[src/hostBusPkg.sv]
// Host bus types and address map
package hostBusPkg;

    // ~~~~~~~~~~~~~~~~~~~~~~~~~~~~~~~~~~~~~~~~~~~~~~~~~~~~~~~~~~~~~~~~~~~~
    // Bus cycle from the master
    // ~~~~~~~~~~~~~~~~~~~~~~~~~~~~~~~~~~~~~~~~~~~~~~~~~~~~~~~~~~~~~~~~~~~~

    // One cycle per clock with active high strobes
    // Exactly one request and exactly one direction when active
    typedef struct packed {
        logic [15:0] address;
        logic [7:0]  writeData;
        logic        memRequest;
        logic        ioRequest;
        logic        read;
        logic        write;
    } busCycle_t;

    // Read result, valid one clock after the read cycle
    typedef struct packed {
        logic [7:0] readData;
        logic       readValid;
    } busReturn_t;

    // ~~~~~~~~~~~~~~~~~~~~~~~~~~~~~~~~~~~~~~~~~~~~~~~~~~~~~~~~~~~~~~~~~~~~
    // Address map
    // ~~~~~~~~~~~~~~~~~~~~~~~~~~~~~~~~~~~~~~~~~~~~~~~~~~~~~~~~~~~~~~~~~~~~

    // 1K of RAM addressed by bits 9..0
    localparam int RAM_ADDRESS_BITS = 10;

    // Block bits 15..10 that select the RAM
    localparam logic [5:0] RAM_BLOCK = 6'h00;

    // Floating bus value for reads nobody answers
    localparam logic [7:0] UNMAPPED_DATA = 8'hFF;

endpackage

[src/uartPkg.sv]
// UART frame and status layout
package uartPkg;

    // ~~~~~~~~~~~~~~~~~~~~~~~~~~~~~~~~~~~~~~~~~~~~~~~~~~~~~~~~~~~~~~~~~~~~
    // Frame format
    // ~~~~~~~~~~~~~~~~~~~~~~~~~~~~~~~~~~~~~~~~~~~~~~~~~~~~~~~~~~~~~~~~~~~~

    // Data bits per frame, sent LSB first
    // Frame adds one start bit and one stop bit around them
    localparam int DATA_BITS = 8;

    // ~~~~~~~~~~~~~~~~~~~~~~~~~~~~~~~~~~~~~~~~~~~~~~~~~~~~~~~~~~~~~~~~~~~~
    // Status port byte
    // ~~~~~~~~~~~~~~~~~~~~~~~~~~~~~~~~~~~~~~~~~~~~~~~~~~~~~~~~~~~~~~~~~~~~

    // Bit 1 set while a byte waits in the holding register
    // Bit 0 set while the serializer shifts a frame out
    typedef struct packed {
        logic [5:0] reserved;
        logic       holdFull;
        logic       txBusy;
    } uartStatus_t;

endpackage
[src/uartCore.sv]
// UART transmit serializer
`timescale 1ns/1ns

module uartCore
    import uartPkg::*;
#(
    parameter int clockFrequency = 25_000_000,
    parameter int baudRate       = 3_125_000
) (
    input  logic                 clk,
    input  logic                 reset,
    input  logic                 start,
    input  logic [DATA_BITS-1:0] data,
    output logic                 busy,
    output logic                 uartTx
);

    // Clocks per bit period and frame length
    localparam int clocksPerBit = clockFrequency / baudRate;
    localparam int frameBits    = DATA_BITS + 2;
    localparam int baudWidth    = (clocksPerBit > 1) ? $clog2(clocksPerBit) : 1;
    localparam int bitWidth     = $clog2(frameBits);

    // Shift register, LSB is the line level
    logic [frameBits-1:0] shifter;
    // Clocks into the current bit
    logic [baudWidth-1:0] baudCount;
    // Bits left after the current one
    logic [bitWidth-1:0]  bitCount;

    // ~~~~~~~~~~~~~~~~~~~~~~~~~~~~~~~~~~~~~~~~~~~~~~~~~~~~~~~~~~~~~~~~~~~~
    // Frame sequencer
    // ~~~~~~~~~~~~~~~~~~~~~~~~~~~~~~~~~~~~~~~~~~~~~~~~~~~~~~~~~~~~~~~~~~~~

    always_ff @(posedge clk) begin
        if (reset) begin
            busy      <= 1'b0;
            shifter   <= '1;
            baudCount <= '0;
            bitCount  <= '0;
        end else if (start && !busy) begin
            // Stop bit, data LSB first, start bit at the line end
            busy      <= 1'b1;
            shifter   <= {1'b1, data, 1'b0};
            baudCount <= '0;
            bitCount  <= bitWidth'(frameBits - 1);
        end else if (busy) begin
            if (baudCount == baudWidth'(clocksPerBit - 1)) begin
                // End of a bit period, move to the next bit
                baudCount <= '0;
                shifter   <= {1'b1, shifter[frameBits-1:1]};
                if (bitCount == '0) begin
                    busy <= 1'b0;   // stop bit done
                end else begin
                    bitCount <= bitCount - 1'b1;
                end
            end else begin
                baudCount <= baudCount + 1'b1;
            end
        end
    end

    // Ones shift in behind the frame so the line idles high
    assign uartTx = shifter[0];

    // ~~~~~~~~~~~~~~~~~~~~~~~~~~~~~~~~~~~~~~~~~~~~~~~~~~~~~~~~~~~~~~~~~~~~
    // Checks
    // ~~~~~~~~~~~~~~~~~~~~~~~~~~~~~~~~~~~~~~~~~~~~~~~~~~~~~~~~~~~~~~~~~~~~

    // Port logic must wait for the frame to finish
    coreStartIdle: assert property (
        @(posedge clk) disable iff (reset) start |-> !busy
    ) else $error("uartCore: start while busy");

    // Idle line is the mark level
    coreIdleHigh: assert property (
        @(posedge clk) disable iff (reset) !busy |-> uartTx
    ) else $error("uartCore: uartTx low while idle");

endmodule

[src/uartIo.sv]
// UART I/O port block
`timescale 1ns/1ns

module uartIo
    import hostBusPkg::*, uartPkg::*;
#(
    parameter int         clockFrequency = 25_000_000,
    parameter int         baudRate       = 3_125_000,
    parameter logic [7:0] ioPort         = 8'h80
) (
    input  logic       clk,
    input  logic       reset,
    input  busCycle_t  bus,
    output logic [7:0] readData,
    output logic       uartTx
);

    // Status port sits right above the data port
    localparam logic [7:0] statusPort = ioPort + 8'd1;

    logic                 ioCycle;
    logic                 dataWrite;
    logic                 ioRead;
    logic [DATA_BITS-1:0] holdData;
    logic                 holdFull;
    logic                 start;
    logic                 txBusy;
    uartStatus_t          status;

    // ~~~~~~~~~~~~~~~~~~~~~~~~~~~~~~~~~~~~~~~~~~~~~~~~~~~~~~~~~~~~~~~~~~~~
    // Port decode on the upper address byte
    // ~~~~~~~~~~~~~~~~~~~~~~~~~~~~~~~~~~~~~~~~~~~~~~~~~~~~~~~~~~~~~~~~~~~~

    assign ioCycle   = bus.ioRequest && !bus.memRequest;
    assign dataWrite = ioCycle && bus.write && !bus.read && bus.address[15:8] == ioPort;
    assign ioRead    = ioCycle && bus.read && !bus.write;

    // ~~~~~~~~~~~~~~~~~~~~~~~~~~~~~~~~~~~~~~~~~~~~~~~~~~~~~~~~~~~~~~~~~~~~
    // Holding register and feed into the serializer
    // ~~~~~~~~~~~~~~~~~~~~~~~~~~~~~~~~~~~~~~~~~~~~~~~~~~~~~~~~~~~~~~~~~~~~

    // Hand the byte over as soon as the core is idle
    assign start = holdFull && !txBusy;

    always_ff @(posedge clk) begin
        if (reset) begin
            holdFull <= 1'b0;
        end else if (start) begin
            holdFull <= 1'b0;
        end else if (dataWrite) begin
            holdFull <= 1'b1;
        end
    end

    // Writes into a full holding register are lost
    always_ff @(posedge clk) begin
        if (dataWrite && !holdFull) begin
            holdData <= bus.writeData;
        end
    end

    // ~~~~~~~~~~~~~~~~~~~~~~~~~~~~~~~~~~~~~~~~~~~~~~~~~~~~~~~~~~~~~~~~~~~~
    // Read data, status port or floating bus
    // ~~~~~~~~~~~~~~~~~~~~~~~~~~~~~~~~~~~~~~~~~~~~~~~~~~~~~~~~~~~~~~~~~~~~

    assign status = '{reserved: '0, holdFull: holdFull, txBusy: txBusy};

    always_ff @(posedge clk) begin
        if (ioRead) begin
            readData <= (bus.address[15:8] == statusPort) ? status : UNMAPPED_DATA;
        end
    end

    uartCore #(
        .clockFrequency(clockFrequency),
        .baudRate      (baudRate)
    ) u_uartCore (
        .clk   (clk),
        .reset (reset),
        .start (start),
        .data  (holdData),
        .busy  (txBusy),
        .uartTx(uartTx)
    );

endmodule

[config.mk]
export PLATFORM = sky130hd
export DESIGN_NAME = uartIo
export DESIGN_NICKNAME = d
export VERILOG_FILES = /design/src/hostBusPkg.sv /design/src/uartPkg.sv /design/src/uartCore.sv /design/src/uartIo.sv
export SDC_FILE = /design/constraint.sdc
export NUM_CORES = 1
export LEC_CHECK = 0
export ABC_AREA = 1
export BUFFER_PORTS_ARGS = -buffer_cell sky130_fd_sc_hd__buf_2
export CAP_MARGIN = 20
export CORE_ASPECT_RATIO = 1.5
export CORE_MARGIN = 10
export CORE_UTILIZATION = 54
export DETAILED_ROUTE_END_ITERATION = 8
export PLACE_DENSITY_LB_ADDON = 0.08
export SETUP_SLACK_MARGIN = 0.1
export SLEW_MARGIN = 15
export SYNTH_ARGS = -nofsm -noshare
export SYNTH_HDL_FRONTEND = slang
export SYNTH_HIERARCHICAL = 1
export SYNTH_SLANG_ARGS = --single-unit
[constraint.sdc]
create_clock -name clk -period 3.8 [get_ports clk]
set_input_delay 0.19 -clock clk [delete_from_list [all_inputs] [get_ports clk]]
set_output_delay 0.19 -clock clk [all_outputs]
set_load 0.05 [all_outputs]
After elaboration in Yosys (flattened, before gate mapping). Cells that the tools add are included.

Register bits: 34. Input bits: 30. Logic and storage cells: 51.

Add/sub/neg operators: 2. Eq/ne operators: 4. Multiplexer cells: 13. Bitwise logic cells: 1. Reduce and logical (&&, ||, !) cells: 22.

Operator list (number): $mux 9 (3); $eq 8x8->1 const B (2); $mux 4 (4); $logic_and 1x1->1 (9); $mux 8 (1); $reduce_and 3->1 (2); $logic_not 1->1 (5); $logic_not 4->1 (1); $mux 1 (4); $reduce_bool 2->1 (2); $reduce_or 2->1 (2); $sub 4x1->4 const B (1); $add 3x1->3 const B (1); $eq 3x3->1 const B (1); $mux 3 (1); $ne 2x1->1 const B (1); $reduce_and 2->1 (1); $not 1->1 (1).

Logic depth before layout (Yosys ltp). Gate-level depths: netlist of the first run.

Word-level depth: 6. Depth in mapped cells: 10. Depth with buffers taken out: 9.

By module. Netlist of the first run, hierarchy kept.

By module, submodules not included: uartCore (times used 1, cells each 103, area an instance 780.7 um^2); uartIo (times used 1, cells each 50, area an instance 544.3 um^2).

Least setup slack after synthesis of the first run. No wires, ideal clock.

Path kind: register -> register. From: reg u_uartCore.baudCount[0]. To: reg u_uartCore.bitCount[3]. Data arrival time: 1.170 ns. Data required time: 3.691 ns. Path slack: 2.521 ns. Cell stages (with the launch flop): 10. Path buffers: 1. Clock period less this slack: 1.279 ns. Cell sequence: dfxtp_1 ha_1 ha_1 nand2_1 inv_1 buf_6 nand4_1 nand3_1 nand2_1 inv_1.

Word-level cells in the longest chain between the ends: 3.

RTL lines: start: declaration (RTL line uartCore.sv:27) `logic [baudWidth-1:0] baudCount;`; start signal: assignment (RTL line uartCore.sv:58) `baudCount <= baudCount + 1'b1;`; $eq 3x3->1 (RTL line uartCore.sv:48) `if (baudCount == baudWidth'(clocksPerBit - 1)) begin`; $reduce_bool 2->1 (no line); $reduce_and 3->1 (no line); end signal: assignment (RTL line uartCore.sv:46) `bitCount <= bitWidth'(frameBits - 1);`; end signal: assignment (RTL line uartCore.sv:55) `bitCount <= bitCount - 1'b1;`; end: declaration (RTL line uartCore.sv:29) `logic [bitWidth-1:0] bitCount;`.

No other way between the ends. A chain may end at the register's enable or synchronous reset.

Worst setup path in the final report of the first run.
From: reg u_uartCore.baudCount[0]. To: reg u_uartCore.bitCount[2].

Word-level cells in the longest chain between the ends: 2.

RTL lines (RTL line): $eq 3x3->1 (uartCore.sv:48); $reduce_and 3->1 (no line).

No other way between the ends.

==> run_summary.xml, run 1 <==
<?xml version="1.0" encoding="UTF-8"?>
<metrics>
  <group name="status">
    <metric name="outcome" unit="">finished, final reports clean</metric>
  </group>
  <group name="yosys">
    <metric name="mappedNetlistNets" unit="">186</metric>
    <metric name="syn_area" unit="mm^2">0.00133</metric>
    <metric name="synth_area_leaders" unit="">sky130_fd_sc_hd__dfxtp_1, sky130_fd_sc_hd__edfxtp_1, sky130_fd_sc_hd__nand2_1</metric>
    <metric name="synth.yosys.seq_area_share" unit="%">52.1</metric>
    <metric name="synthesis.yosys.warnings" unit="">6</metric>
    <metric name="synthesis.area_per_instance" unit="um^2">8.66</metric>
    <metric name="synth.lib_cells_used.distinct" unit="">23</metric>
    <metric name="synthCells" unit="">153</metric>
    <metric name="number_of_synthesized_register_bits" unit="">29</metric>
    <metric name="netlist.top_cell.by_area" unit="">sky130_fd_sc_hd__dfxtp_1</metric>
    <metric name="netlist.area_leader.share" unit="%">27.2</metric>
  </group>
  <group name="cts">
    <metric name="postCtsHoldBufs" unit="">0</metric>
    <metric name="clock_sinks" unit="">29</metric>
    <metric name="h-tree-depth" unit="">2</metric>
    <metric name="clkTransAtPathRegs" unit="ns">0.09</metric>
    <metric name="postCtsSetupBuffers" unit="">0</metric>
    <metric name="ctsRootBufferMaster" unit="">sky130_fd_sc_hd__clkbuf_4</metric>
    <metric name="clk_latency" unit="ns">0.32</metric>
    <metric name="cts_tree" unit="">built</metric>
    <metric name="cts_repair_resize_count" unit="">0</metric>
    <metric name="clockBufferDepth" unit="">2</metric>
    <metric name="cts_inserted_buffers" unit="">5</metric>
  </group>
  <group name="floorplanning">
    <metric name="ioPinCount" unit="">39</metric>
    <metric name="die_h" unit="um">80.7</metric>
    <metric name="design.die.area" unit="mm^2">0.00488</metric>
    <metric name="initial_utilization" unit="%">58.0</metric>
    <metric name="floorplan.core_area" unit="mm^2">0.00229</metric>
    <metric name="row_count" unit="">21</metric>
    <metric name="die_width" unit="um">60.4</metric>
  </group>
  <group name="route">
    <metric name="detail_route.drc_violations" unit="">0</metric>
    <metric name="drt_first_iter_violations" unit="">16</metric>
    <metric name="drt_pre_antenna_iters" unit="">4</metric>
    <metric name="finalWirelength" unit="um">2630</metric>
    <metric name="detail_route.wl_per_cell" unit="um">12.7</metric>
    <metric name="post_drt_via_cell_ratio" unit="">5.24</metric>
    <metric name="routed_via_count" unit="">1080</metric>
    <metric name="drt.antenna.violating_nets" unit="">0</metric>
  </group>
  <group name="global_routing">
    <metric name="grt_overflow_total" unit="">0</metric>
    <metric name="first_pass_grt_wire_length" unit="um">4510</metric>
    <metric name="grt_util_all_layers" unit="%">12.0</metric>
    <metric name="first_global_vias" unit="">1104</metric>
    <metric name="grt_start_max_net_pins" unit="">14</metric>
    <metric name="antenna_found_initial" unit="">0</metric>
  </group>
  <group name="timing">
    <metric name="timing.final.setup_violations" unit="">0</metric>
    <metric name="timing.final.max_slew_violations" unit="">0</metric>
    <metric name="hold_ws" unit="ns">0.0373</metric>
    <metric name="grt_setup_unrepaired" unit="">false</metric>
    <metric name="final.period_utilization" unit="%">42.4</metric>
    <metric name="finClkSkew" unit="ns">0.00544</metric>
    <metric name="fmaxAchievable" unit="GHz">0.621</metric>
    <metric name="tightest_slew" unit="ns">0.729</metric>
    <metric name="worst_slew_margin_relative_to_its_limit" unit="%">51.3</metric>
    <metric name="timing.setup.tns" unit="ns">0</metric>
    <metric name="fin_crit" unit="ns">1.61</metric>
    <metric name="finalHoldViolCount" unit="">0</metric>
  </group>
  <group name="place">
    <metric name="detailed_place.area" unit="mm^2">0.00143</metric>
    <metric name="gp_congestion" unit="">0.732</metric>
    <metric name="dp_hpwl" unit="um">2110</metric>
    <metric name="buffer_ports.inserted" unit="">30</metric>
  </group>
  <group name="min_path">
    <metric name="min-delay-path-class" unit="">input pin to register</metric>
    <metric name="capture_endpoint_of_the_worst_hold_path" unit="">holdData[1]$_DFFE_PP_</metric>
    <metric name="min_delay_path_depth" unit="">1</metric>
    <metric name="min_from" unit="">bus[5]</metric>
  </group>
  <group name="setup_path">
    <metric name="worst-r2r-setup-slack" unit="ns">2.19</metric>
    <metric name="required" unit="ns">4.02</metric>
    <metric name="startpoint" unit="">u_uartCore/baudCount[0]$_SDFFE_PP0P_</metric>
    <metric name="setup.worst_path.end_class" unit="">register</metric>
    <metric name="rr_endpoint" unit="">u_uartCore/bitCount[2]$_SDFFE_PP0P_</metric>
    <metric name="crit_path_start_kind" unit="">register</metric>
    <metric name="crit_fanout" unit="">11</metric>
    <metric name="worst_r2r_path_depth" unit="">9</metric>
    <metric name="wp_data_arrival" unit="ns">1.83</metric>
    <metric name="worstReg2RegStart" unit="">u_uartCore/baudCount[0]$_SDFFE_PP0P_</metric>
    <metric name="critical_path_start_end_classification" unit="">register to register</metric>
  </group>
  <group name="final_layout">
    <metric name="top_library_cells_by_usage_in_the_layout_fill_and_taps_aside" unit="">sky130_fd_sc_hd__nand2_1, sky130_fd_sc_hd__buf_2, sky130_fd_sc_hd__inv_1, sky130_fd_sc_hd__dfxtp_1, sky130_fd_sc_hd__nor2_1</metric>
    <metric name="area.growth.synth_to_final" unit="%">12.7</metric>
    <metric name="layout_cells_sized_above_1" unit="%">23.5</metric>
    <metric name="finish.instance_area" unit="mm^2">0.00149</metric>
    <metric name="antenna_cells" unit="">0</metric>
    <metric name="layout.filler_cells" unit="">218</metric>
    <metric name="layout_commonest_cell" unit="">sky130_fd_sc_hd__nand2_1</metric>
    <metric name="num-nets-final" unit="">215</metric>
  </group>
  <group name="power_and_ir_drop">
    <metric name="leakage" unit="uW">0.000763</metric>
    <metric name="power_density_over_the_cells" unit="mW/mm^2">364</metric>
    <metric name="vdd.ir_drop.worst" unit="mV">0.198</metric>
  </group>
  <group name="run">
    <metric name="timing.max_cap.violations" unit="">0</metric>
  </group>
</metrics>
sequential cells by signal, indices dropped and copies added (netlist names):
name and flops:
u_uartCore/baudCount 3, u_uartCore/bitCount 4, u_uartCore/busy 1, readData 3, u_uartCore/shifter 9, holdData 8, holdFull 1
worst max-delay path by stage:
| stage | end | depth (start not counted) |
|---|---|---|
| floorplan | u_uartCore/bitCount[3]$_SDFFE_PP0P_ | 9 |
| global placement | holdData[1]$_DFFE_PP_ | 6 |
| detailed placement | holdData[1]$_DFFE_PP_ | 6 |
| CTS | u_uartCore/bitCount[2]$_SDFFE_PP0P_ | 9 |
| global route | u_uartCore/bitCount[1]$_SDFFE_PP0P_ | 8 |
| finish | u_uartCore/bitCount[2]$_SDFFE_PP0P_ | 9 |
layer usage:
layer	vias to the layer above	global-route usage [%]	part of all wire, %
met1	494	11.3	37
met4	0	5.95	2.3
met2	26	21.2	56
met3	6	4.88	5.3
li1	554	-	-
met5	-	0	0
cells in the mapped netlist, drive strengths merged:
library cell and number:
edfxtp 11, nand2 34, ha 3, nand4 1
nor3 4, or2 2, dfxtp 18, nor2 16
o22ai 1, inv 24, a21oi 13, nand3 8
buf 8, o211ai 7, o21ai 2, o221ai 1
cell families (layout without fill, tap and decap cells):
logic type / after synthesis / count (layout) / synth area share [%]
and+or+nand+nor: 65 / 65 / 22.1
AOI/OAI and AO/OA: 24 / 24 / 10.8
buffers and inverters: 32 / 62 / 12.2
DFF: 29 / 29 / 52.1
adders and majority gates: 3 / 3 / 2.83
worst max-delay path: stages (launching register included):
cell and delay, ns:
sky130_fd_sc_hd__dfxtp_1 0.36, sky130_fd_sc_hd__ha_1 0.16, sky130_fd_sc_hd__ha_1 0.16, sky130_fd_sc_hd__nand2_1 0.09, sky130_fd_sc_hd__inv_1 0.29, sky130_fd_sc_hd__nand2_1 0.14
sky130_fd_sc_hd__inv_1 0.13, sky130_fd_sc_hd__nand3_1 0.08, sky130_fd_sc_hd__nand2_1 0.06, sky130_fd_sc_hd__a21oi_1 0.04
per-stage QoR:
stage / total power [uW] / util (%) / std cells / setup WS, ns
3_5_place_dp: 363 / 62.7 / 198 / 2.17
3_3_place_gp: 362 / 62.7 / 198 / 2.20
5_1_grt: 572 / 65.3 / 206 / 2.00
4_1_cts: 552 / 65.3 / 206 / 2.17
6_report: 543 / 65.3 / 206 / 2.19
2_1_floorplan: 351 / - / 153 / 2.52
layout make-up:
cell class	instances	area, um^2	share of cell area (%)
clock buffers	6	51.3	3.44
multi-input cells	92	473	31.7
flip-flops and latches	29	691	46.3
well taps	23	28.8	1.93
clock inverters	2	8.76	0.587
inverters	24	90.1	6.04
repair buffers	30	150	10.1
power breakdown:
| part | leakage (uW) | internal [uW] | switching, uW | total [uW] |
|---|---|---|---|---|
| Combinational | 0.000478 | 12.2 | 20.8 | 32.9 |
| Clock | 0.0000357 | 86.8 | 101 | 188 |
| Sequential | 0.000249 | 322 | 0.443 | 323 |
Note: power is estimated with default switching activity, not from simulation.
==> inputs of run 2 (changes only) <==
--- a/config.mk
+++ b/config.mk
@@ -5,12 +5,12 @@
 export SDC_FILE = /design/constraint.sdc
 export NUM_CORES = 1
 export LEC_CHECK = 0
-export ABC_AREA = 1
+export ABC_AREA = 0
 export BUFFER_PORTS_ARGS = -buffer_cell sky130_fd_sc_hd__buf_2
 export CAP_MARGIN = 20
 export CORE_ASPECT_RATIO = 1.5
 export CORE_MARGIN = 10
-export CORE_UTILIZATION = 54
+export CORE_UTILIZATION = 50
 export DETAILED_ROUTE_END_ITERATION = 8
 export PLACE_DENSITY_LB_ADDON = 0.08
 export SETUP_SLACK_MARGIN = 0.1
==> constraint.sdc (replaced) <==
create_clock -name clk -period 1.7 [get_ports clk]
set_input_delay 0.085 -clock clk [delete_from_list [all_inputs] [get_ports clk]]
set_output_delay 0.085 -clock clk [all_outputs]
set_load 0.05 [all_outputs]
==> run_summary.xml, run 2 <==
<?xml version="1.0" encoding="UTF-8"?>
<metrics>
  <group name="setup_path">
    <metric name="critical_path.top_delay_family" unit="">simple AND/OR/NAND/NOR gates</metric>
    <metric name="critical_path_start_end_classification" unit="">register to register</metric>
    <metric name="setup.worst_path.end_class" unit="">register</metric>
    <metric name="rr_endpoint" unit="">u_uartCore/bitCount[2]$_SDFFE_PP0P_</metric>
    <metric name="wp_data_arrival" unit="ns">1.81</metric>
    <metric name="crit_slowest_cell" unit="">sky130_fd_sc_hd__or4_1</metric>
    <metric name="worst-r2r-setup-slack" unit="ns">0.13</metric>
    <metric name="worst_r2r_path_depth" unit="">5</metric>
    <metric name="worstReg2RegStart" unit="">u_uartCore/baudCount[0]$_SDFFE_PP0P_</metric>
    <metric name="required" unit="ns">1.94</metric>
    <metric name="path_cells" unit="">ha_2, ha_4, nand2_4, or4_1, a211oi_2</metric>
    <metric name="crit_fanout" unit="">8</metric>
    <metric name="max_stage_delay" unit="ns">0.51</metric>
    <metric name="wp_buf_inv" unit="">0</metric>
    <metric name="crit_path_start_kind" unit="">register</metric>
  </group>
  <group name="place">
    <metric name="place_ws" unit="ns">0.0842</metric>
    <metric name="buffer_ports.inserted" unit="">30</metric>
    <metric name="dp_hpwl" unit="um">1930</metric>
    <metric name="gp_congestion" unit="">0.745</metric>
  </group>
  <group name="route">
    <metric name="drt_first_iter_violations" unit="">25</metric>
    <metric name="drt.antenna.violating_nets" unit="">0</metric>
    <metric name="routed_via_count" unit="">1010</metric>
    <metric name="drt_pre_antenna_iters" unit="">4</metric>
    <metric name="post_drt_via_cell_ratio" unit="">5.43</metric>
    <metric name="detail_route.wl_per_cell" unit="um">14.4</metric>
    <metric name="detail_route.drc_violations" unit="">0</metric>
    <metric name="finalWirelength" unit="um">2680</metric>
  </group>
  <group name="global_routing">
    <metric name="antenna_found_initial" unit="">0</metric>
    <metric name="first_pass_grt_wire_length" unit="um">4470</metric>
    <metric name="grt_util_all_layers" unit="%">11.9</metric>
    <metric name="first_global_vias" unit="">1063</metric>
    <metric name="grt_overflow_total" unit="">0</metric>
    <metric name="grt_start_max_net_pins" unit="">19</metric>
  </group>
  <group name="min_path">
    <metric name="min_from" unit="">bus[20]</metric>
    <metric name="capture_endpoint_of_the_worst_hold_path" unit="">readData[6]$_DFFE_PP_</metric>
    <metric name="min_delay_path_depth" unit="">2</metric>
    <metric name="min-delay-path-class" unit="">input pin to register</metric>
  </group>
  <group name="final_layout">
    <metric name="antenna_cells" unit="">0</metric>
    <metric name="num-nets-final" unit="">194</metric>
    <metric name="layout_cells_sized_above_1" unit="%">30.2</metric>
    <metric name="layout_commonest_cell" unit="">sky130_fd_sc_hd__buf_2</metric>
    <metric name="layout_top_registers" unit="">u_uartCore/shifter: 9 flops, holdData: 8 flops, u_uartCore/bitCount: 4 flops</metric>
    <metric name="max_flop_register" unit="">u_uartCore/shifter</metric>
    <metric name="largest_register_ffs" unit="">9</metric>
    <metric name="area.growth.synth_to_final" unit="%">24.5</metric>
    <metric name="top_library_cells_by_usage_in_the_layout_fill_and_taps_aside" unit="">sky130_fd_sc_hd__buf_2, sky130_fd_sc_hd__dfxtp_1, sky130_fd_sc_hd__nor2_1, sky130_fd_sc_hd__edfxtp_1, sky130_fd_sc_hd__a211oi_1</metric>
  </group>
  <group name="cts">
    <metric name="clkTransAtPathRegs" unit="ns">0.09</metric>
    <metric name="clockBufferDepth" unit="">2</metric>
    <metric name="ctsRootBufferMaster" unit="">sky130_fd_sc_hd__clkbuf_4</metric>
    <metric name="clk_latency" unit="ns">0.32</metric>
    <metric name="clock_sinks" unit="">29</metric>
    <metric name="cts_inserted_buffers" unit="">5</metric>
    <metric name="h-tree-depth" unit="">2</metric>
    <metric name="cts_tree" unit="">built</metric>
    <metric name="postCtsSetupBuffers" unit="">0</metric>
  </group>
  <group name="timing">
    <metric name="grt_setup_unrepaired" unit="">false</metric>
    <metric name="timing.final.setup_violations" unit="">0</metric>
    <metric name="fmaxAchievable" unit="GHz">0.637</metric>
    <metric name="worst_slew_margin_relative_to_its_limit" unit="%">75.2</metric>
    <metric name="final.setup.worst_slack" unit="ns">0.130</metric>
    <metric name="timing.setup.tns" unit="ns">0</metric>
    <metric name="finClkSkew" unit="ns">0.00709</metric>
    <metric name="final.period_utilization" unit="%">92.4</metric>
    <metric name="fin_crit" unit="ns">1.57</metric>
    <metric name="timing.final.max_slew_violations" unit="">0</metric>
    <metric name="finalHoldViolCount" unit="">0</metric>
    <metric name="tightest_slew" unit="ns">0.372</metric>
  </group>
  <group name="yosys">
    <metric name="synthCells" unit="">123</metric>
    <metric name="number_of_synthesized_register_bits" unit="">29</metric>
    <metric name="synth.yosys.seq_area_share" unit="%">53.6</metric>
    <metric name="syn_area" unit="mm^2">0.00129</metric>
    <metric name="synth_flop_cell" unit="">sky130_fd_sc_hd__dfxtp_1</metric>
    <metric name="count_of_flip_flops_with_a_built_in_enable_after_synthesis" unit="">11</metric>
    <metric name="postSynth.asyncResetShare" unit="%">0</metric>
    <metric name="mappedNetlistNets" unit="">156</metric>
    <metric name="synth_area_leaders" unit="">sky130_fd_sc_hd__dfxtp_1, sky130_fd_sc_hd__edfxtp_1, sky130_fd_sc_hd__a211oi_1</metric>
    <metric name="post_synth_most_frequent_cells" unit="">sky130_fd_sc_hd__dfxtp_1, sky130_fd_sc_hd__nor2_1, sky130_fd_sc_hd__edfxtp_1, sky130_fd_sc_hd__a211oi_1, sky130_fd_sc_hd__o21bai_1</metric>
    <metric name="netlist.area_leader.share" unit="%">28.0</metric>
    <metric name="yosys.cell_count.top_type" unit="">sky130_fd_sc_hd__dfxtp_1</metric>
    <metric name="synthesis.area_per_instance" unit="um^2">10.5</metric>
    <metric name="netlist.top_cell.by_area" unit="">sky130_fd_sc_hd__dfxtp_1</metric>
    <metric name="synth.lib_cells_used.distinct" unit="">30</metric>
    <metric name="synthesis.yosys.warnings" unit="">6</metric>
  </group>
  <group name="floorplanning">
    <metric name="die_width" unit="um">61.4</metric>
    <metric name="design.die.area" unit="mm^2">0.00505</metric>
    <metric name="row_count" unit="">22</metric>
    <metric name="die_h" unit="um">82.2</metric>
    <metric name="initial_utilization" unit="%">52.6</metric>
    <metric name="ioPinCount" unit="">39</metric>
    <metric name="floorplan.core_area" unit="mm^2">0.00245</metric>
  </group>
  <group name="power_and_ir_drop">
    <metric name="leakage" unit="uW">0.000727</metric>
    <metric name="power_density_over_the_cells" unit="mW/mm^2">733</metric>
    <metric name="vdd.ir_drop.worst" unit="mV">0.555</metric>
  </group>
  <group name="run">
    <metric name="timing.max_cap.violations" unit="">0</metric>
  </group>
  <group name="status">
    <metric name="outcome" unit="">finished, final reports clean</metric>
  </group>
</metrics>
[run 2: cell types whose count changed after synthesis, sizes merged, moves of 4 or more]
cell and change:
nand2 -31, nand3 -6, clkbuf +7, nor3b +4, o21bai +8, inv -20, a211oi +10, and3 +7
o211ai -7, a21oi -8
[run 2: per-stage QoR]
| stage | utilization, % | hold slack, ns | std cells | total power, uW | cell area, um^2 |
|---|---|---|---|---|---|
| floorplan | - | 0.154 | 123 | 774 | 1290 |
| global placement | 58.8 | 0.263 | 170 | 801 | 1440 |
| detailed placement | 58.8 | 0.263 | 170 | 802 | 1440 |
| CTS | 64.2 | 0.0362 | 186 | 1190 | 1570 |
| global route | 65.4 | 0.0327 | 186 | 1240 | 1600 |
| finish | 65.4 | 0.0538 | 186 | 1170 | 1600 |
[run 2: repair_timing]
item,4_1_cts,5_1_grt
endpoints found under the setup margin,2,4
hold buffers,8,0
resized for setup,2,6
endpoints found under the hold margin,8,0
[run 2: worst max-delay path by stage]
stage,start,slack [ns],cells past startpoint,endpoint
floorplan,u_uartCore/baudCount[0]$_SDFFE_PP0P_,0.25,5,u_uartCore/bitCount[2]$_SDFFE_PP0P_
finish,u_uartCore/baudCount[0]$_SDFFE_PP0P_,0.13,5,u_uartCore/bitCount[2]$_SDFFE_PP0P_
detailed placement,u_uartCore/baudCount[0]$_SDFFE_PP0P_,0.08,5,u_uartCore/bitCount[2]$_SDFFE_PP0P_
global placement,u_uartCore/baudCount[0]$_SDFFE_PP0P_,0.14,5,u_uartCore/bitCount[2]$_SDFFE_PP0P_
global route,u_uartCore/baudCount[0]$_SDFFE_PP0P_,0.08,5,u_uartCore/bitCount[2]$_SDFFE_PP0P_
CTS,u_uartCore/baudCount[0]$_SDFFE_PP0P_,0.11,5,u_uartCore/bitCount[2]$_SDFFE_PP0P_
[run 2: cells by family after synthesis]
kind of cell | after synthesis | share of synthesized area (%)
buf+inv | 16 | 6.12
fa+ha+maj | 3 | 2.92
simple gates | 46 | 21.9
compound gates | 29 | 15.5
flops | 29 | 53.6
[run 2: cell type report]
type | count | area [um^2]
inverter | 4 | 15.0
multi-input combinational | 78 | 548
clock buffer | 8 | 48.8
timing repair buffer | 43 | 268
fill | 202 | 847
tap | 24 | 30.0
sequential | 29 | 693
[run 2: worst register-to-register path, cell delays in order (launching register included)]
cell and delay [ns]:
sky130_fd_sc_hd__dfxtp_2 0.35, sky130_fd_sc_hd__ha_2 0.19, sky130_fd_sc_hd__ha_4 0.15, sky130_fd_sc_hd__nand2_4 0.07, sky130_fd_sc_hd__or4_1 0.51, sky130_fd_sc_hd__a211oi_2 0.23
[run 2: per-layer routing]
metal,up-vias,GRT usage [%],wire length (um)
met1,454,10.7,1060
met4,0,6.73,41
li1,520,-,-
met5,-,0,0
met3,5,6.11,250
met2,31,20.6,1320
[run 2: power breakdown]
group | switching (uW) | internal [uW] | leakage, uW
registers | 0.841 | 720 | 0.000250
logic | 39.0 | 39.5 | 0.000450
clock network | 211 | 164 | 0.0000265
total | 251 | 924 | 0.000727
==> inputs of run 3 (changes only) <==
--- a/config.mk
+++ b/config.mk
@@ -5,7 +5,7 @@
 export SDC_FILE = /design/constraint.sdc
 export NUM_CORES = 1
 export LEC_CHECK = 0
-export ABC_AREA = 0
+export ABC_AREA = 1
 export BUFFER_PORTS_ARGS = -buffer_cell sky130_fd_sc_hd__buf_2
 export CAP_MARGIN = 20
 export CORE_ASPECT_RATIO = 1.5
==> run_summary.xml, run 3 (same netlist as run 1, synthesis figures left out) <==
<?xml version="1.0" encoding="UTF-8"?>
<metrics>
  <group name="status">
    <metric name="outcome" unit="">finished, final reports clean</metric>
  </group>
  <group name="route">
    <metric name="finalWirelength" unit="um">2720</metric>
    <metric name="drt.antenna.violating_nets" unit="">0</metric>
    <metric name="post_drt_via_cell_ratio" unit="">4.84</metric>
    <metric name="drt_first_iter_violations" unit="">12</metric>
    <metric name="detail_route.drc_violations" unit="">0</metric>
    <metric name="drt_pre_antenna_iters" unit="">2</metric>
    <metric name="detail_route.wl_per_cell" unit="um">11.8</metric>
    <metric name="routed_via_count" unit="">1117</metric>
  </group>
  <group name="place">
    <metric name="buffer_ports.inserted" unit="">30</metric>
    <metric name="gp_congestion" unit="">0.742</metric>
    <metric name="dp.cells" unit="">214</metric>
    <metric name="dp_hpwl" unit="um">2070</metric>
  </group>
  <group name="final_layout">
    <metric name="final_util" unit="%">65.6</metric>
    <metric name="largest_register_ffs" unit="">9</metric>
    <metric name="num-nets-final" unit="">227</metric>
    <metric name="layout_cells_sized_above_1" unit="%">24.1</metric>
    <metric name="max_flop_register" unit="">u_uartCore/shifter</metric>
    <metric name="layout_top_registers" unit="">u_uartCore/shifter: 9 flops, holdData: 8 flops, u_uartCore/bitCount: 4 flops</metric>
    <metric name="antenna_cells" unit="">0</metric>
    <metric name="instances_no_fill" unit="">231</metric>
    <metric name="top_library_cells_by_usage_in_the_layout_fill_and_taps_aside" unit="">sky130_fd_sc_hd__nand2_1, sky130_fd_sc_hd__buf_2, sky130_fd_sc_hd__inv_1, sky130_fd_sc_hd__dfxtp_1, sky130_fd_sc_hd__nor2_1</metric>
    <metric name="area.growth.synth_to_final" unit="%">24.0</metric>
  </group>
  <group name="setup_path">
    <metric name="worstReg2RegStart" unit="">u_uartCore/baudCount[0]$_SDFFE_PP0P_</metric>
    <metric name="startpoint" unit="">u_uartCore/baudCount[0]$_SDFFE_PP0P_</metric>
    <metric name="setup.worst_path.end_class" unit="">register</metric>
    <metric name="worst-r2r-setup-slack" unit="ns">0.27</metric>
    <metric name="crit_slowest_cell" unit="">sky130_fd_sc_hd__dfxtp_1</metric>
    <metric name="rr_endpoint" unit="">u_uartCore/bitCount[3]$_SDFFE_PP0P_</metric>
    <metric name="wp_buf_inv" unit="">3</metric>
    <metric name="wp_data_arrival" unit="ns">1.66</metric>
    <metric name="crit_cells" unit="">9</metric>
    <metric name="max_stage_delay" unit="ns">0.34</metric>
    <metric name="critical_path.top_delay_family" unit="">adder cells</metric>
    <metric name="required" unit="ns">1.93</metric>
    <metric name="crit_fanout" unit="">9</metric>
    <metric name="path_cells" unit="">ha_1, ha_1, nand2_2, inv_1, buf_4, nand4_1, nand3_1, nand2_1, inv_1</metric>
    <metric name="crit_path_start_kind" unit="">register</metric>
    <metric name="critical_path_start_end_classification" unit="">register to register</metric>
    <metric name="worst_r2r_path_depth" unit="">9</metric>
  </group>
  <group name="floorplanning">
    <metric name="row_count" unit="">22</metric>
    <metric name="ioPinCount" unit="">39</metric>
    <metric name="design.die.area" unit="mm^2">0.00515</metric>
    <metric name="die_width" unit="um">62.0</metric>
    <metric name="die_h" unit="um">83.1</metric>
    <metric name="floorplan.core_area" unit="mm^2">0.00250</metric>
    <metric name="initial_utilization" unit="%">52.9</metric>
  </group>
  <group name="timing">
    <metric name="finalHoldViolCount" unit="">0</metric>
    <metric name="worst_slew_margin_relative_to_its_limit" unit="%">69.0</metric>
    <metric name="final.period_utilization" unit="%">84.3</metric>
    <metric name="fmaxAchievable" unit="GHz">0.698</metric>
    <metric name="timing.final.setup_violations" unit="">0</metric>
    <metric name="tightest_slew" unit="ns">0.461</metric>
    <metric name="fin_crit" unit="ns">1.43</metric>
    <metric name="grt_setup_unrepaired" unit="">false</metric>
    <metric name="timing.setup.tns" unit="ns">0</metric>
    <metric name="finClkSkew" unit="ns">0.0109</metric>
    <metric name="timing.final.max_slew_violations" unit="">0</metric>
  </group>
  <group name="cts">
    <metric name="h-tree-depth" unit="">2</metric>
    <metric name="clockBufferDepth" unit="">2</metric>
    <metric name="cts_inserted_buffers" unit="">5</metric>
    <metric name="clk_latency" unit="ns">0.33</metric>
    <metric name="clkTransAtPathRegs" unit="ns">0.10</metric>
    <metric name="clock_sinks" unit="">29</metric>
    <metric name="ctsRootBufferMaster" unit="">sky130_fd_sc_hd__clkbuf_4</metric>
    <metric name="cts_tree" unit="">built</metric>
  </group>
  <group name="global_routing">
    <metric name="grt_overflow_total" unit="">0</metric>
    <metric name="grt_use_met1" unit="%">10.5</metric>
    <metric name="gr-max-usage-layer" unit="">met2</metric>
    <metric name="grt_start_max_net_pins" unit="">14</metric>
    <metric name="antenna_found_initial" unit="">0</metric>
    <metric name="globalRouteMet2Util" unit="%">21.6</metric>
    <metric name="use_met3" unit="%">5.95</metric>
    <metric name="first_global_vias" unit="">1182</metric>
    <metric name="first_pass_grt_wire_length" unit="um">4860</metric>
    <metric name="grt_util_all_layers" unit="%">12.2</metric>
  </group>
  <group name="power_and_ir_drop">
    <metric name="leakage" unit="uW">0.000820</metric>
    <metric name="power_density_over_the_cells" unit="mW/mm^2">828</metric>
    <metric name="vdd.ir_drop.worst" unit="mV">0.680</metric>
  </group>
  <group name="run">
    <metric name="timing.max_cap.violations" unit="">0</metric>
  </group>
  <group name="min_path">
    <metric name="min-delay-path-class" unit="">input pin to register</metric>
    <metric name="capture_endpoint_of_the_worst_hold_path" unit="">readData[6]$_DFFE_PP_</metric>
    <metric name="min_delay_path_depth" unit="">3</metric>
    <metric name="min_from" unit="">bus[21]</metric>
  </group>
</metrics>
==> run 3: changes by cell type in the layout (fill, tap and decap cells not counted), sizes merged, moves of 4 or more <==
cell | previous run | this run
nand2 | 3 | 34
and3 | 7 | 0
o211ai | 0 | 7
nand3 | 2 | 8
a21oi | 5 | 13
nor3b | 4 | 0
o21bai | 8 | 0
a211oi | 10 | 0
inv | 4 | 24
==> run 3: how the worst max path moves through the flow <==
stage	endpoint	slack, ns
after detailed placement	u_uartCore/shifter[3]$_SDFFE_PP1P_	0.27
after global routing	u_uartCore/shifter[2]$_SDFFE_PP1P_	0.12
after floorplan	u_uartCore/bitCount[3]$_SDFFE_PP0P_	0.42
after CTS	u_uartCore/shifter[3]$_SDFFE_PP1P_	0.23
final	u_uartCore/bitCount[3]$_SDFFE_PP0P_	0.27
after global placement	u_uartCore/bitCount[3]$_SDFFE_PP0P_	0.30
==> run 3: report_power, final <==
part           internal, uW  switching [uW]  leakage, uW  total (uW)
logic                  42.3            50.7     0.000532        93.0
registers               720           0.944     0.000249         721
clock network           304             241    0.0000389         546
total                  1070             293     0.000820        1360
==> run 3: cell type report <==
cell class,instances,area (um^2)
clock buffer,5,37.5
clock inverter,3,41.3
fill,232,862
inverter,24,90.1
multi-input combinational,92,475
sequential,29,691
tap,36,45.0
timing repair buffer,42,263
==> run 3: worst min-delay path: stages <==
cell	delay (ns)
sky130_fd_sc_hd__buf_2	0.11
sky130_fd_sc_hd__nor3_4	0.05
sky130_fd_sc_hd__nand2_2	0.05
==> run 3: stage by stage <==
step / hold slack, ns / instance area (um^2) / setup slack, ns / total power (uW)
floorplan: 0.184 / 1330 / 0.421 / 784
global placement: 0.263 / 1470 / 0.304 / 811
detailed placement: 0.263 / 1470 / 0.270 / 814
CTS: 0.0555 / 1640 / 0.228 / 1370
global route: 0.0754 / 1640 / 0.123 / 1410
finish: 0.0685 / 1640 / 0.267 / 1360
==> run 3: routing by layer <==
layer | part of all wire, % | wire (um) | vias up
met5 | 0 | 0 | -
met4 | 2.6 | 70 | 0
met3 | 5.8 | 157 | 9
met2 | 56 | 1530 | 22
met1 | 35 | 954 | 508
li1 | - | - | 578
==> run 3: what timing repair did <==
| action | 4_1_cts | 5_1_grt |
|---|---|---|
| gates resized for setup | 0 | 1 |
| hold endpoints to repair | 9 | 0 |
| hold buffers | 9 | 0 |
| setup endpoints to repair | 0 | 3 |
| buffers inserted | 0 | 0 |
